File: src/design/setting_map_pkg.sv
// settings map package with settings addresses, readback word indices and payload types
`default_nettype none

package setting_map_pkg;

   typedef logic [7:0]  set_addr_t;
   typedef logic [31:0] set_data_t;
   typedef logic [31:0] word_t;      // one readback word
   typedef logic        time_ctrl_t; // 1 loads now, 0 waits for the next pps

   // settings bus register map
   localparam set_addr_t SR_TIME64     = 8'd42; // hi +0, lo +1, ctrl +2
   localparam set_addr_t SR_REG_TEST32 = 8'd60;

   // readback word indices
   localparam logic [3:0] RB_TIME_HI = 4'd0;
   localparam logic [3:0] RB_TIME_LO = 4'd1;
   localparam logic [3:0] RB_PPS_HI  = 4'd2;
   localparam logic [3:0] RB_PPS_LO  = 4'd3;
   localparam logic [3:0] RB_TEST32  = 4'd4;
   localparam logic [3:0] RB_COMPAT  = 4'd6;

   // bump the major number when the register map changes
   localparam word_t COMPAT_NUM = {16'd10, 16'd0}; // major, minor

endpackage

`default_nettype wire

File: src/design/ctrl_bus_pkg.sv
// control bus package with wishbone widths, slave decode codes and the misc register map
`default_nettype none

package ctrl_bus_pkg;

   // single master port, 16-bit data, byte addressed
   localparam int WB_DW = 16;
   localparam int WB_AW = 11;

   typedef logic [WB_DW-1:0] wb_data_t;
   typedef logic [WB_AW-1:0] wb_addr_t;

   // slave select comes from the top address bits
   localparam int DECODE_W = 4;
   localparam logic [DECODE_W-1:0] SLV_MISC     = 4'h0;
   localparam logic [DECODE_W-1:0] SLV_READBACK = 4'h7;
   localparam logic [DECODE_W-1:0] SLV_SETTINGS = 4'h8; // msb only, upper half of the map

   // misc register offsets, low 7 address bits
   localparam logic [6:0] MISC_CGEN_CTRL = 7'd4;   // read/write
   localparam logic [6:0] MISC_CGEN_ST   = 7'd6;   // read only
   localparam logic [6:0] MISC_TEST      = 7'd8;   // scratch
   localparam wb_data_t   MISC_DEFAULT_RD = 16'hBEEF;
   localparam logic [1:0] CGEN_CTRL_RESET = 2'b11; // sync_b high, ref_sel high

endpackage

`default_nettype wire
File: src/design/ctrl_core.sv
// control core top, wishbone decode, misc registers, settings bus, readback and vita time
`timescale 1ns/100ps
`default_nettype none

module ctrl_core
  (
   input  logic                   wb_clk,
   input  logic                   wb_rst,
   input  ctrl_bus_pkg::wb_addr_t wb_adr_i,
   input  ctrl_bus_pkg::wb_data_t wb_dat_i,
   input  logic                   wb_we_i,
   input  logic                   wb_cyc_i,
   input  logic                   wb_stb_i,
   output ctrl_bus_pkg::wb_data_t wb_dat_o,
   output logic                   wb_ack_o,
   input  logic                   pps_i,
   input  logic                   cgen_st_status_i,
   input  logic                   cgen_st_ld_i,
   input  logic                   cgen_st_refmon_i,
   output logic                   cgen_sync_b_o,
   output logic                   cgen_ref_sel_o
  );
   import ctrl_bus_pkg::*;
   import setting_map_pkg::*;

   wb_data_t    misc_dat, rb_dat;
   logic        misc_stb, misc_ack, rb_stb, rb_ack, set_bus_stb, set_bus_ack;
   logic        set_stb;
   set_addr_t   set_addr;
   set_data_t   set_data;
   word_t       reg_test32;
   logic [63:0] vita_time, vita_time_pps;

   //////////////////////////////////////////////////
   // wishbone intercon, single master

   wb_slave_decode i_decode
     (.wb_adr_i(wb_adr_i), .wb_cyc_i(wb_cyc_i), .wb_stb_i(wb_stb_i),
      .wb_dat_o(wb_dat_o), .wb_ack_o(wb_ack_o),
      .misc_stb_o(misc_stb), .misc_dat_i(misc_dat), .misc_ack_i(misc_ack),
      .rb_stb_o(rb_stb), .rb_dat_i(rb_dat), .rb_ack_i(rb_ack),
      .set_bus_stb_o(set_bus_stb), .set_bus_ack_i(set_bus_ack));

   // slave 0
   misc_regs i_misc
     (.wb_clk(wb_clk), .wb_rst(wb_rst), .stb_i(misc_stb), .we_i(wb_we_i),
      .adr_i(wb_adr_i), .dat_i(wb_dat_i), .dat_o(misc_dat), .ack_o(misc_ack),
      .cgen_st_status_i(cgen_st_status_i), .cgen_st_ld_i(cgen_st_ld_i),
      .cgen_st_refmon_i(cgen_st_refmon_i),
      .cgen_sync_b_o(cgen_sync_b_o), .cgen_ref_sel_o(cgen_ref_sel_o));

   //////////////////////////////////////////////////
   // settings bus, slave 8 and up

   settings_bus_16le i_set_bus
     (.wb_clk(wb_clk), .wb_rst(wb_rst), .stb_i(set_bus_stb), .we_i(wb_we_i),
      .adr_i(wb_adr_i), .dat_i(wb_dat_i), .ack_o(set_bus_ack),
      .set_stb_o(set_stb), .set_addr_o(set_addr), .set_data_o(set_data));

   setting_reg #(.ADDR(SR_REG_TEST32), .payload_t(word_t)) i_sr_test32
     (.wb_clk(wb_clk), .wb_rst(wb_rst), .set_stb_i(set_stb), .set_addr_i(set_addr),
      .set_data_i(set_data), .out_o(reg_test32), .changed_o());

   vita_time_64 i_vita_time
     (.wb_clk(wb_clk), .wb_rst(wb_rst), .set_stb_i(set_stb), .set_addr_i(set_addr),
      .set_data_i(set_data), .pps_i(pps_i),
      .vita_time_o(vita_time), .vita_time_pps_o(vita_time_pps));

   //////////////////////////////////////////////////
   // readback, slave 7

   readback_mux_16le i_readback
     (.wb_clk(wb_clk), .wb_rst(wb_rst), .stb_i(rb_stb), .adr_i(wb_adr_i),
      .dat_o(rb_dat), .ack_o(rb_ack),
      .time_i(vita_time), .time_pps_i(vita_time_pps), .test32_i(reg_test32));

endmodule

`default_nettype wire

File: src/design/readback_mux_16le.sv
// readback mux, 32-bit status words read as two 16-bit halves with the high half latched
`timescale 1ns/100ps
`default_nettype none

module readback_mux_16le
  (
   input  logic                   wb_clk,
   input  logic                   wb_rst,
   input  logic                   stb_i,
   input  ctrl_bus_pkg::wb_addr_t adr_i,
   output ctrl_bus_pkg::wb_data_t dat_o,
   output logic                   ack_o,
   input  logic [63:0]            time_i,
   input  logic [63:0]            time_pps_i,
   input  setting_map_pkg::word_t test32_i
  );
   import ctrl_bus_pkg::*;
   import setting_map_pkg::*;

   word_t    sel_word;
   wb_data_t hi_latch;  // keeps both halves of one word coherent

   always_comb
   begin
      case (adr_i[5:2])
         RB_TIME_HI: sel_word = time_i[63:32];
         RB_TIME_LO: sel_word = time_i[31:0];
         RB_PPS_HI:  sel_word = time_pps_i[63:32];
         RB_PPS_LO:  sel_word = time_pps_i[31:0];
         RB_TEST32:  sel_word = test32_i;
         RB_COMPAT:  sel_word = COMPAT_NUM;
         default:    sel_word = '0;  // unused words
      endcase
   end

   always_ff @(posedge wb_clk)
   begin
      if (wb_rst)
         ack_o <= 1'b0;
      else
         ack_o <= stb_i & ~ack_o;
   end

   always_ff @(posedge wb_clk)
   begin
      if (stb_i && !ack_o)
      begin
         if (!adr_i[1])
         begin
            dat_o    <= sel_word[15:0];
            hi_latch <= sel_word[31:16];
         end
         else
            dat_o <= hi_latch;
      end
   end

endmodule

`default_nettype wire

File: src/design/vita_time_64.sv
// vita time counter, 64-bit free running time with pps latch and immediate or pps loads
`timescale 1ns/100ps
`default_nettype none

module vita_time_64
  (
   input  logic                       wb_clk,
   input  logic                       wb_rst,
   input  logic                       set_stb_i,
   input  setting_map_pkg::set_addr_t set_addr_i,
   input  setting_map_pkg::set_data_t set_data_i,
   input  logic                       pps_i,
   output logic [63:0]                vita_time_o,
   output logic [63:0]                vita_time_pps_o
  );
   import setting_map_pkg::*;

   set_data_t  time_hi, time_lo;
   time_ctrl_t load_now;
   logic       ctrl_wr;
   logic [1:0] pps_sync;
   logic       pps_del, pps_edge;
   logic       armed;  // load waits for the next pps edge

   //////////////////////////////////////////////////
   // time-set registers

   setting_reg #(.ADDR(SR_TIME64), .payload_t(set_data_t)) sr_time_hi
     (.wb_clk(wb_clk), .wb_rst(wb_rst), .set_stb_i(set_stb_i), .set_addr_i(set_addr_i),
      .set_data_i(set_data_i), .out_o(time_hi), .changed_o());

   setting_reg #(.ADDR(set_addr_t'(SR_TIME64 + 1)), .payload_t(set_data_t)) sr_time_lo
     (.wb_clk(wb_clk), .wb_rst(wb_rst), .set_stb_i(set_stb_i), .set_addr_i(set_addr_i),
      .set_data_i(set_data_i), .out_o(time_lo), .changed_o());

   // writing ctrl is what triggers the load
   setting_reg #(.ADDR(set_addr_t'(SR_TIME64 + 2)), .payload_t(time_ctrl_t)) sr_time_ctrl
     (.wb_clk(wb_clk), .wb_rst(wb_rst), .set_stb_i(set_stb_i), .set_addr_i(set_addr_i),
      .set_data_i(set_data_i), .out_o(load_now), .changed_o(ctrl_wr));

   //////////////////////////////////////////////////
   // pps sync, counter and latch

   assign pps_edge = pps_sync[1] & ~pps_del;

   always_ff @(posedge wb_clk)
   begin
      if (wb_rst)
      begin
         pps_sync        <= '0;
         pps_del         <= 1'b0;
         armed           <= 1'b0;
         vita_time_o     <= '0;
         vita_time_pps_o <= '0;
      end
      else
      begin
         pps_sync <= {pps_sync[0], pps_i};
         pps_del  <= pps_sync[1];

         if (ctrl_wr)
            armed <= ~load_now;
         else if (pps_edge)
            armed <= 1'b0;

         if ((ctrl_wr && load_now) || (pps_edge && armed))
            vita_time_o <= {time_hi, time_lo}; // load wins over the count
         else
            vita_time_o <= vita_time_o + 64'd1;

         if (pps_edge)
            vita_time_pps_o <= armed ? {time_hi, time_lo} : vita_time_o;
      end
   end

endmodule

`default_nettype wire

File: src/design/setting_reg.sv
// settings register, captures its payload when the settings strobe hits its address
`timescale 1ns/100ps
`default_nettype none

module setting_reg
  #(
   parameter setting_map_pkg::set_addr_t ADDR = '0,
   parameter type payload_t = setting_map_pkg::set_data_t
  )
  (
   input  logic                       wb_clk,
   input  logic                       wb_rst,
   input  logic                       set_stb_i,
   input  setting_map_pkg::set_addr_t set_addr_i,
   input  setting_map_pkg::set_data_t set_data_i,
   output payload_t                   out_o,
   output logic                       changed_o
  );

   logic hit;

   assign hit = set_stb_i & (set_addr_i == ADDR);

   always_ff @(posedge wb_clk)
   begin
      if (wb_rst)
      begin
         out_o     <= '0;
         changed_o <= 1'b0;
      end
      else
      begin
         changed_o <= hit; // same edge as the new value
         if (hit)
            out_o <= payload_t'(set_data_i[$bits(payload_t)-1:0]);
      end
   end

endmodule

`default_nettype wire

File: src/design/settings_bus_16le.sv
// settings bus bridge, pairs of 16-bit wishbone writes become one 32-bit settings strobe
`timescale 1ns/100ps
`default_nettype none

module settings_bus_16le
  (
   input  logic                       wb_clk,
   input  logic                       wb_rst,
   input  logic                       stb_i,
   input  logic                       we_i,
   input  ctrl_bus_pkg::wb_addr_t     adr_i,
   input  ctrl_bus_pkg::wb_data_t     dat_i,
   output logic                       ack_o,
   output logic                       set_stb_o,
   output setting_map_pkg::set_addr_t set_addr_o,
   output setting_map_pkg::set_data_t set_data_o
  );
   import ctrl_bus_pkg::*;

   wb_data_t low_hold;  // low half waits here for its high half
   logic     wr_first;  // first cycle of a write, before ack

   assign wr_first = stb_i & we_i & ~ack_o;

   always_ff @(posedge wb_clk)
   begin
      if (wb_rst)
      begin
         ack_o     <= 1'b0;
         set_stb_o <= 1'b0;
      end
      else
      begin
         ack_o     <= stb_i & ~ack_o;    // one ack per access, reads included
         set_stb_o <= wr_first & adr_i[1];
      end
   end

   always_ff @(posedge wb_clk)
   begin
      if (wr_first && !adr_i[1])
         low_hold <= dat_i;
      if (wr_first && adr_i[1])
      begin
         set_addr_o <= adr_i[9:2];     // 32-bit register index
         set_data_o <= {dat_i, low_hold};
      end
   end

endmodule

`default_nettype wire

File: src/design/misc_regs.sv
// misc register slave, clock generator control, scratch word and clock generator status
`timescale 1ns/100ps
`default_nettype none

module misc_regs
  (
   input  logic                   wb_clk,
   input  logic                   wb_rst,
   input  logic                   stb_i,
   input  logic                   we_i,
   input  ctrl_bus_pkg::wb_addr_t adr_i,
   input  ctrl_bus_pkg::wb_data_t dat_i,
   output ctrl_bus_pkg::wb_data_t dat_o,
   output logic                   ack_o,
   input  logic                   cgen_st_status_i,
   input  logic                   cgen_st_ld_i,
   input  logic                   cgen_st_refmon_i,
   output logic                   cgen_sync_b_o,
   output logic                   cgen_ref_sel_o
  );
   import ctrl_bus_pkg::*;

   logic [1:0] cgen_ctrl;
   wb_data_t   reg_test;

   always_ff @(posedge wb_clk)
   begin
      if (wb_rst)
      begin
         cgen_ctrl <= CGEN_CTRL_RESET;
         reg_test  <= '0;
      end
      else if (stb_i && we_i)
      begin
         case (adr_i[6:0])
            MISC_CGEN_CTRL: cgen_ctrl <= dat_i[1:0];
            MISC_TEST:      reg_test  <= dat_i;
            default:        ;
         endcase
      end
   end

   assign {cgen_sync_b_o, cgen_ref_sel_o} = cgen_ctrl;

   always_comb
   begin
      case (adr_i[6:0])
         MISC_CGEN_CTRL: dat_o = {{(WB_DW-2){1'b0}}, cgen_ctrl};
         MISC_CGEN_ST:   dat_o = {{(WB_DW-3){1'b0}}, cgen_st_status_i, cgen_st_ld_i,
                                  cgen_st_refmon_i};
         MISC_TEST:      dat_o = reg_test;
         default:        dat_o = MISC_DEFAULT_RD;
      endcase
   end

   assign ack_o = stb_i; // zero wait state

endmodule

`default_nettype wire

File: src/design/wb_slave_decode.sv
// wishbone slave decoder, splits the master strobe over three slaves and muxes data and ack
`timescale 1ns/100ps
`default_nettype none

module wb_slave_decode
  (
   input  ctrl_bus_pkg::wb_addr_t wb_adr_i,
   input  logic                   wb_cyc_i,
   input  logic                   wb_stb_i,
   output ctrl_bus_pkg::wb_data_t wb_dat_o,
   output logic                   wb_ack_o,
   output logic                   misc_stb_o,
   input  ctrl_bus_pkg::wb_data_t misc_dat_i,
   input  logic                   misc_ack_i,
   output logic                   rb_stb_o,
   input  ctrl_bus_pkg::wb_data_t rb_dat_i,
   input  logic                   rb_ack_i,
   output logic                   set_bus_stb_o,
   input  logic                   set_bus_ack_i
  );
   import ctrl_bus_pkg::*;

   logic [DECODE_W-1:0] slv;
   logic                misc_sel, rb_sel, set_sel;
   logic                req;

   assign slv      = wb_adr_i[WB_AW-1 -: DECODE_W];
   assign req      = wb_cyc_i & wb_stb_i;
   assign misc_sel = (slv == SLV_MISC);
   assign rb_sel   = (slv == SLV_READBACK);
   assign set_sel  = (slv[DECODE_W-1] == SLV_SETTINGS[DECODE_W-1]); // wide match

   assign misc_stb_o    = req & misc_sel;
   assign rb_stb_o      = req & rb_sel;
   assign set_bus_stb_o = req & set_sel;

   // undecoded slaves never ack, the master just waits
   assign wb_ack_o = (misc_sel & misc_ack_i) | (rb_sel & rb_ack_i) | (set_sel & set_bus_ack_i);

   always_comb
   begin
      if (misc_sel)
         wb_dat_o = misc_dat_i;
      else if (rb_sel)
         wb_dat_o = rb_dat_i;
      else
         wb_dat_o = '0; // settings bus is write only
   end

endmodule

`default_nettype wire

File: config.mk
export PLATFORM = sky130hd
export DESIGN_NAME = ctrl_core
export DESIGN_NICKNAME = d
export VERILOG_FILES = /design/src/design/setting_map_pkg.sv /design/src/design/ctrl_bus_pkg.sv /design/src/design/ctrl_core.sv /design/src/design/readback_mux_16le.sv /design/src/design/vita_time_64.sv /design/src/design/setting_reg.sv /design/src/design/settings_bus_16le.sv /design/src/design/misc_regs.sv /design/src/design/wb_slave_decode.sv
export SDC_FILE = /design/constraint.sdc
export NUM_CORES = 1
export LEC_CHECK = 0
export BUFFER_PORTS_ARGS = -buffer_cell sky130_fd_sc_hd__buf_2
export CAP_MARGIN = 0
export CELL_PAD_IN_SITES_DETAIL_PLACEMENT = 0
export CELL_PAD_IN_SITES_GLOBAL_PLACEMENT = 2
export CORE_MARGIN = 2
export CORE_UTILIZATION = 42
export CTS_CLUSTER_SIZE = 30
export DETAILED_ROUTE_END_ITERATION = 7
export PLACE_DENSITY_LB_ADDON = 0.2
export SLEW_MARGIN = 20
export SYNTH_ARGS = -nofsm -noshare
export SYNTH_HDL_FRONTEND = slang
export SYNTH_SLANG_ARGS = --single-unit
File: constraint.sdc
create_clock -name wb_clk -period 10.3 [get_ports wb_clk]
set_input_delay 2.06 -clock wb_clk [delete_from_list [all_inputs] [get_ports wb_clk]]
set_output_delay 2.06 -clock wb_clk [all_outputs]
set_load 0.01 [all_outputs]
## After elaboration in Yosys (flattened, before gate mapping)

Cells that the tools add are included.

| word-level totals | value |
|---|---|
| register bits | 339 |
| input bits | 36 |
| output and inout bits | 19 |
| word-level logic and storage cells | 82 |

| cells by class | value |
|---|---|
| $add $sub $neg | 1 |
| equal/unequal tests | 13 |
| multiplexer cells | 9 |
| bitwise gates (word level) | 24 |
| reductions and logical operators | 15 |

Operators by type and width:

| cell | count |
|---|---|
| $pmux W32 S6 | 1 |
| $mux W64 | 2 |
| $add A64 B1 Y64 const B | 1 |
| $mux W16 | 3 |
| $pmux W16 S3 | 1 |
| $eq A8 B6 Y1 const B | 4 |
| $and A1 B1 Y1 | 17 |
| $eq A7 B3 Y1 const B | 2 |
| $eq A4 B3 Y1 const B | 3 |
| $eq A4 B2 Y1 const B | 2 |
| $logic_not A4 Y1 | 2 |
| $eq A7 B4 Y1 const B | 1 |
| $logic_and A1 B1 Y1 | 6 |
| $reduce_and A2 Y1 | 3 |
| $not A1 Y1 | 5 |
| $eq A4 B1 Y1 const B | 1 |
| $logic_not A1 Y1 | 2 |
| $mux W1 | 2 |
| $or A1 B1 Y1 | 2 |
| $reduce_bool A2 Y1 | 1 |
| $logic_or A1 B1 Y1 | 1 |

## Longest topological paths before layout

| depth | value |
|---|---|
| word-level depth | 5 |
| depth in mapped cells | 8 |
| gate-level depth less buffers | 6 |

## Cells and area by module

From an unflattened synthesis, not the netlist that was laid out.

| second synthesis, totals | value |
|---|---|
| cell total of the unflattened synthesis | 1643 |
| area total of the unflattened synthesis | 16951.3 µm² |

By module, submodules not included:

| module | times used | cells each | area each (µm²) | sequential area each (µm²) |
|---|---|---|---|---|
| vita_time_64 | 1 | 770 | 6757.7 | 2642.5 |
| readback_mux_16le | 1 | 218 | 2477.4 | 980.9 |
| settings_bus_16le | 1 | 62 | 1760.4 | 1721.7 |
| setting_reg (i_vita_time.sr_time_lo) | 1 | 144 | 1521.5 | 660.6 |
| setting_reg (i_vita_time.sr_time_hi) | 1 | 144 | 1512.7 | 660.6 |
| setting_reg (i_sr_test32) | 1 | 144 | 1511.4 | 660.6 |
| misc_regs | 1 | 126 | 1071.0 | 360.3 |
| wb_slave_decode | 1 | 26 | 245.2 | 0.0 |
| setting_reg (i_vita_time.sr_time_ctrl) | 1 | 9 | 93.8 | 40.0 |

## Worst setup path after synthesis

Ideal clock, no wire load.

| path | value |
|---|---|
| kind | input to register |
| start point | in wb_adr_i[1] |
| end point | reg i_set_bus.set_addr_o[0], enable pin |
| setup time | 0.487 ns |
| arrival time | 5.463 ns |
| data required time | 9.813 ns |
| setup slack | 4.350 ns |
| stages on the path | 4 |
| path buffers | 2 |
| cells stage by stage | clkbuf_1 > clkbuf_1 > inv_1 > nor3_1 |

| between the ends | value |
|---|---|
| word-level cells in the longest chain between the ends | 1 |

RTL lines:

| what | line | text |
|---|---|---|
| start: declaration | ctrl_core.sv:9 | `input ctrl_bus_pkg::wb_addr_t wb_adr_i,` |
| $logic_and A1 B1 Y1 | settings_bus_16le.sv:43 | `if (wr_first && adr_i[1])` |
| end signal: assignment | settings_bus_16le.sv:45 | `set_addr_o <= adr_i[9:2];` |
| end: declaration | settings_bus_16le.sv:15 | `output setting_map_pkg::set_addr_t set_addr_o,` |

Every way passes these cells.
A chain may end at the register's enable or synchronous reset.

## Final worst setup path

| path | value |
|---|---|
| start point | in wb_adr_i[2] |
| end point | out wb_dat_o[1] |

| between the ends | value |
|---|---|
| word-level cells in the longest chain between the ends | 3 |
| elaborated cells on any way between the ends | 5 |
| classes of those cells | eq/ne: 3; mux: 2 |

RTL lines:

| what | line | text |
|---|---|---|
| $eq A7 B4 Y1 or $eq A7 B3 Y1 (tied branches) | misc_regs.sv:47 | `case (adr_i[6:0])` |
| $pmux W16 S3 * | misc_regs.sv:47 |  |
| $mux W16 * | wb_slave_decode.sv:42 | `if (misc_sel)` |
| end: declaration | ctrl_core.sv:14 | `output ctrl_bus_pkg::wb_data_t wb_dat_o,` |

Every way passes the cells marked *; elsewhere a longest branch is shown, timed or not.

==> summary.md <==
| Metric | Value |
|---|---|
| Outcome | completed |
| Synth Register Bits | 339 |
| Hold Path Class | reg2reg |
| Synth Flop Type | dfxtp_1 |
| Least-Margin Pin Slew | 1.08 ns |
| Gpl congestion | 0.812 |
| Slew Limit Fails | 0 |
| Max Cap Viol | 0 |
| Share of layout cells above drive strength 1 | 9.45% |
| CP dominant cell by count | buf_2 |
| CTS tree | built |
| H-tree Lvls | 2 |
| Antenna diodes | 0 |
| Clock skew | 0.0238 ns |
| Largest net degree at the start of global routing | 108 |
| FP Rows | 68 |
| Worst path slowest cell | buf_4 |
| Core Util, Final | 48.0% |
| Drt via density | 5.95 |
| Die W | 192 µm |
| Total global-route track usage | 27.5% |
| Post-CTS Resized | 0 |
| Crit-path max FO | 31 |
| Endpoint type of the worst setup path | primary output |
| Crit Reg-Reg Startpoint | i_vita_time.vita_time_o[4] |
| Leak | 5.38 nW |
| EDFF count, synth | 88 |
| Clock sinks | 339 |
| Tcrit/Tclk final | 56.8% |
| Ys async rst share | 0% |
| Total gr overflow | 0 |
| Final WL | 50.1 mm |
| IO Pins | 55 |
| CTS Hold Bufs | 0 |
| Pwr/cell area | 172 nW/µm² |
| Die ar. | 36700 µm² |
| Post-detail-place hpwl | 31.9 mm |
| Synth Area per Inst | 9.23 µm² |
| Leading cell type in the layout, fill and taps excluded | nand2_1 |
| Final hold vios | 0 |
| Area growth, synth to finish | 12.4% |
| Flop2flop setup slack | 6.65 ns |
| CP startpoint kind | primary input |
| Setup violations, final | 0 |
| Cts bufs inserted | 38 |
| Post-Syn Instances | 1601 |
| Vias post-DR | 12.3k |
| Clock buffer depth | 3 |
| Worst Setup SP | wb_adr_i[2] |
| Min Tclk post-route | 5.85 ns |
| Vias in the first global route | 11.6k |
| Routed Antenna Nets | 0 |
| Worst endpoint data arrival time | 3.79 ns |
| CP max stage delay | 0.54 ns |
| Layout Nets | 1618 |
| Post-CTS Setup Bufs | 0 |
| Worst R2R End | i_vita_time.vita_time_o[61] |
| WS Path Type | in2out |
| Global-route wire length before repair | 74.7 mm |
| Synthesized area | 14800 µm² |
| TNS Setup | 0 ns |
| Most frequent cells in the layout | nand2_1 (300), dfxtp_1 (250), nor2_1 (144) |
| Synth Warn # | 0 |
| Buffers on Ports | 54 |
| Required time of the worst setup path | 8.24 ns |
| Clk_lat worst skew | 0.55 ns |
| Headroom to the max-slew limit | 27.4% |
| First drt pass iteration count | 8 |
| Core area | 34600 µm² |
| Maximum VDD drop | 141 µV |
| RSZ-0062 raised after global routing | no |
| Wirelength per Cell | 24.3 µm |
| R2R cell count | 5 |
| Worst-path clk slew | 0.06 ns |
| Maximum clock rate | 171 MHz |
| Die Span Y | 192 µm |
| CP Cell Sequence | buf_2 -> nor4b_2 -> buf_4 -> and2_1 -> nand2_1 -> o211ai_1 -> a22o_1 -> buf_2 |
| Number of remaining DRC errors | 0 |
| Unique masters post-synth | 49 |
| Initial antenna violation count | 0 |
| Clock Tree Root | clkbuf_16 |
| Seq/Total Area, Yosys | 51.9% |
| Starting DRT DRC Count | 1194 |
| Mapped Nets | 1638 |
| Critical Path Sink | wb_dat_o[1] |
| Initial Util | 42.7% |
==> power breakdown <==
part	internal, mW	leakage, nW	switching [mW]
clock network	0.812	0.604	0.556
logic	0.0274	1.93	0.0653
registers	1.38	2.84	0.0113
total	2.22	5.38	0.633
==> sequential cells by signal, summed over array words and instances, names as in the netlist, 8 cells and up <==
| signal | count |
|---|---|
| i_misc.reg_test | 16 |
| i_readback.dat_o | 16 |
| i_readback.hi_latch | 16 |
| i_set_bus.low_hold | 16 |
| i_set_bus.set_addr_o | 8 |
| i_set_bus.set_data_o | 32 |
| i_sr_test32.out_o | 32 |
| i_vita_time.sr_time_hi.out_o | 32 |
| i_vita_time.sr_time_lo.out_o | 32 |
| i_vita_time.vita_time_o | 64 |
| i_vita_time.vita_time_pps_o | 64 |
==> synthesized netlist by cell type, types with 19 or more instances <==
| cell | count | share of area, % |
|---|---|---|
| a21oi_1 | 116 | 3.9 |
| nand3_1 | 38 | 1.3 |
| nand2_1 | 300 | 7.6 |
| nand4_1 | 19 | 0.80 |
| nor2_1 | 144 | 3.7 |
| xor2_1 | 19 | 1.1 |
| a222oi_1 | 30 | 2.0 |
| a22o_1 | 24 | 1.4 |
| xnor2_1 | 19 | 1.1 |
| dfxtp_1 | 251 | 34 |
| edfxtp_1 | 88 | 18 |
| nor4_1 | 26 | 1.1 |
| a211oi_1 | 104 | 5.3 |
| mux2i_1 | 69 | 4.7 |
| o21ai_0 | 19 | 0.64 |
| or4_1 | 20 | 1.0 |
| a22oi_1 | 32 | 1.6 |
| clkbuf_1 | 114 | 2.9 |
==> cells by family (layout without fill, tap and decap cells) <==
group	after synthesis	count (layout)	synth area share (%)
AND/OR/NAND/NOR	643	643	20.1
AO/OA/AOI/OAI	365	365	17.2
flip-flops	339	339	51.9
buffers and inverters	146	154	3.78
multiplexers	69	69	4.67
XOR/XNOR	38	38	2.25
adder cells (fa/ha/maj)	1	1	0.0846
==> layer usage <==
layer / share of wire, % / wire length, µm / GRT usage, %
met1: 44 / 22100 / 37.7
met4: 3.9 / 1970 / 11.1
met3: 6.4 / 3200 / 4.28
met2: 46 / 22900 / 43.5
met5: 0 / 0 / 0
==> per-stage QoR <==
stage	hold slack (ns)	cell area, µm²	cells	setup slack, ns	power (mW)
after detailed placement	0.405	15400	1996	4.46	1.51
after CTS	0.419	16600	2064	4.45	2.87
after global routing	0.420	16600	2064	4.35	2.93
after floorplan	0.400	14800	1601	4.35	1.47
final	0.418	16600	2064	4.45	2.85
after global placement	0.401	15400	1996	4.49	1.51
==> critical path: cells and delay by family <==
family,cells,cell delay (ns)
AO/OA/AOI/OAI,2,0.23
buffers and inverters,3,0.82
AND/OR/NAND/NOR,3,0.66
==> final cells by class <==
type	instances	area, µm²
inverters	12	45.0
clock inverters	14	160
repair buffers	74	429
multi-input cells	1116	6670
flip-flops and latches	339	7670
clock buffers	54	1080
well taps	455	569
fillers	3293	18000
==> worst min path at each step <==
stage                           startpoint                  endpoint  slack, ns  cells past startpoint
floorplan            i_set_bus.low_hold[0]   i_set_bus.set_data_o[0]       0.40                      0
global placement    i_set_bus.low_hold[14]  i_set_bus.set_data_o[14]       0.40                      0
detailed placement   i_set_bus.low_hold[0]   i_set_bus.set_data_o[0]       0.40                      0
CTS                  i_set_bus.low_hold[4]   i_set_bus.set_data_o[4]       0.42                      0
global route         i_set_bus.low_hold[2]   i_set_bus.set_data_o[2]       0.42                      0
finish               i_set_bus.low_hold[0]   i_set_bus.set_data_o[0]       0.42                      0
(Power assumes the default switching activity.)
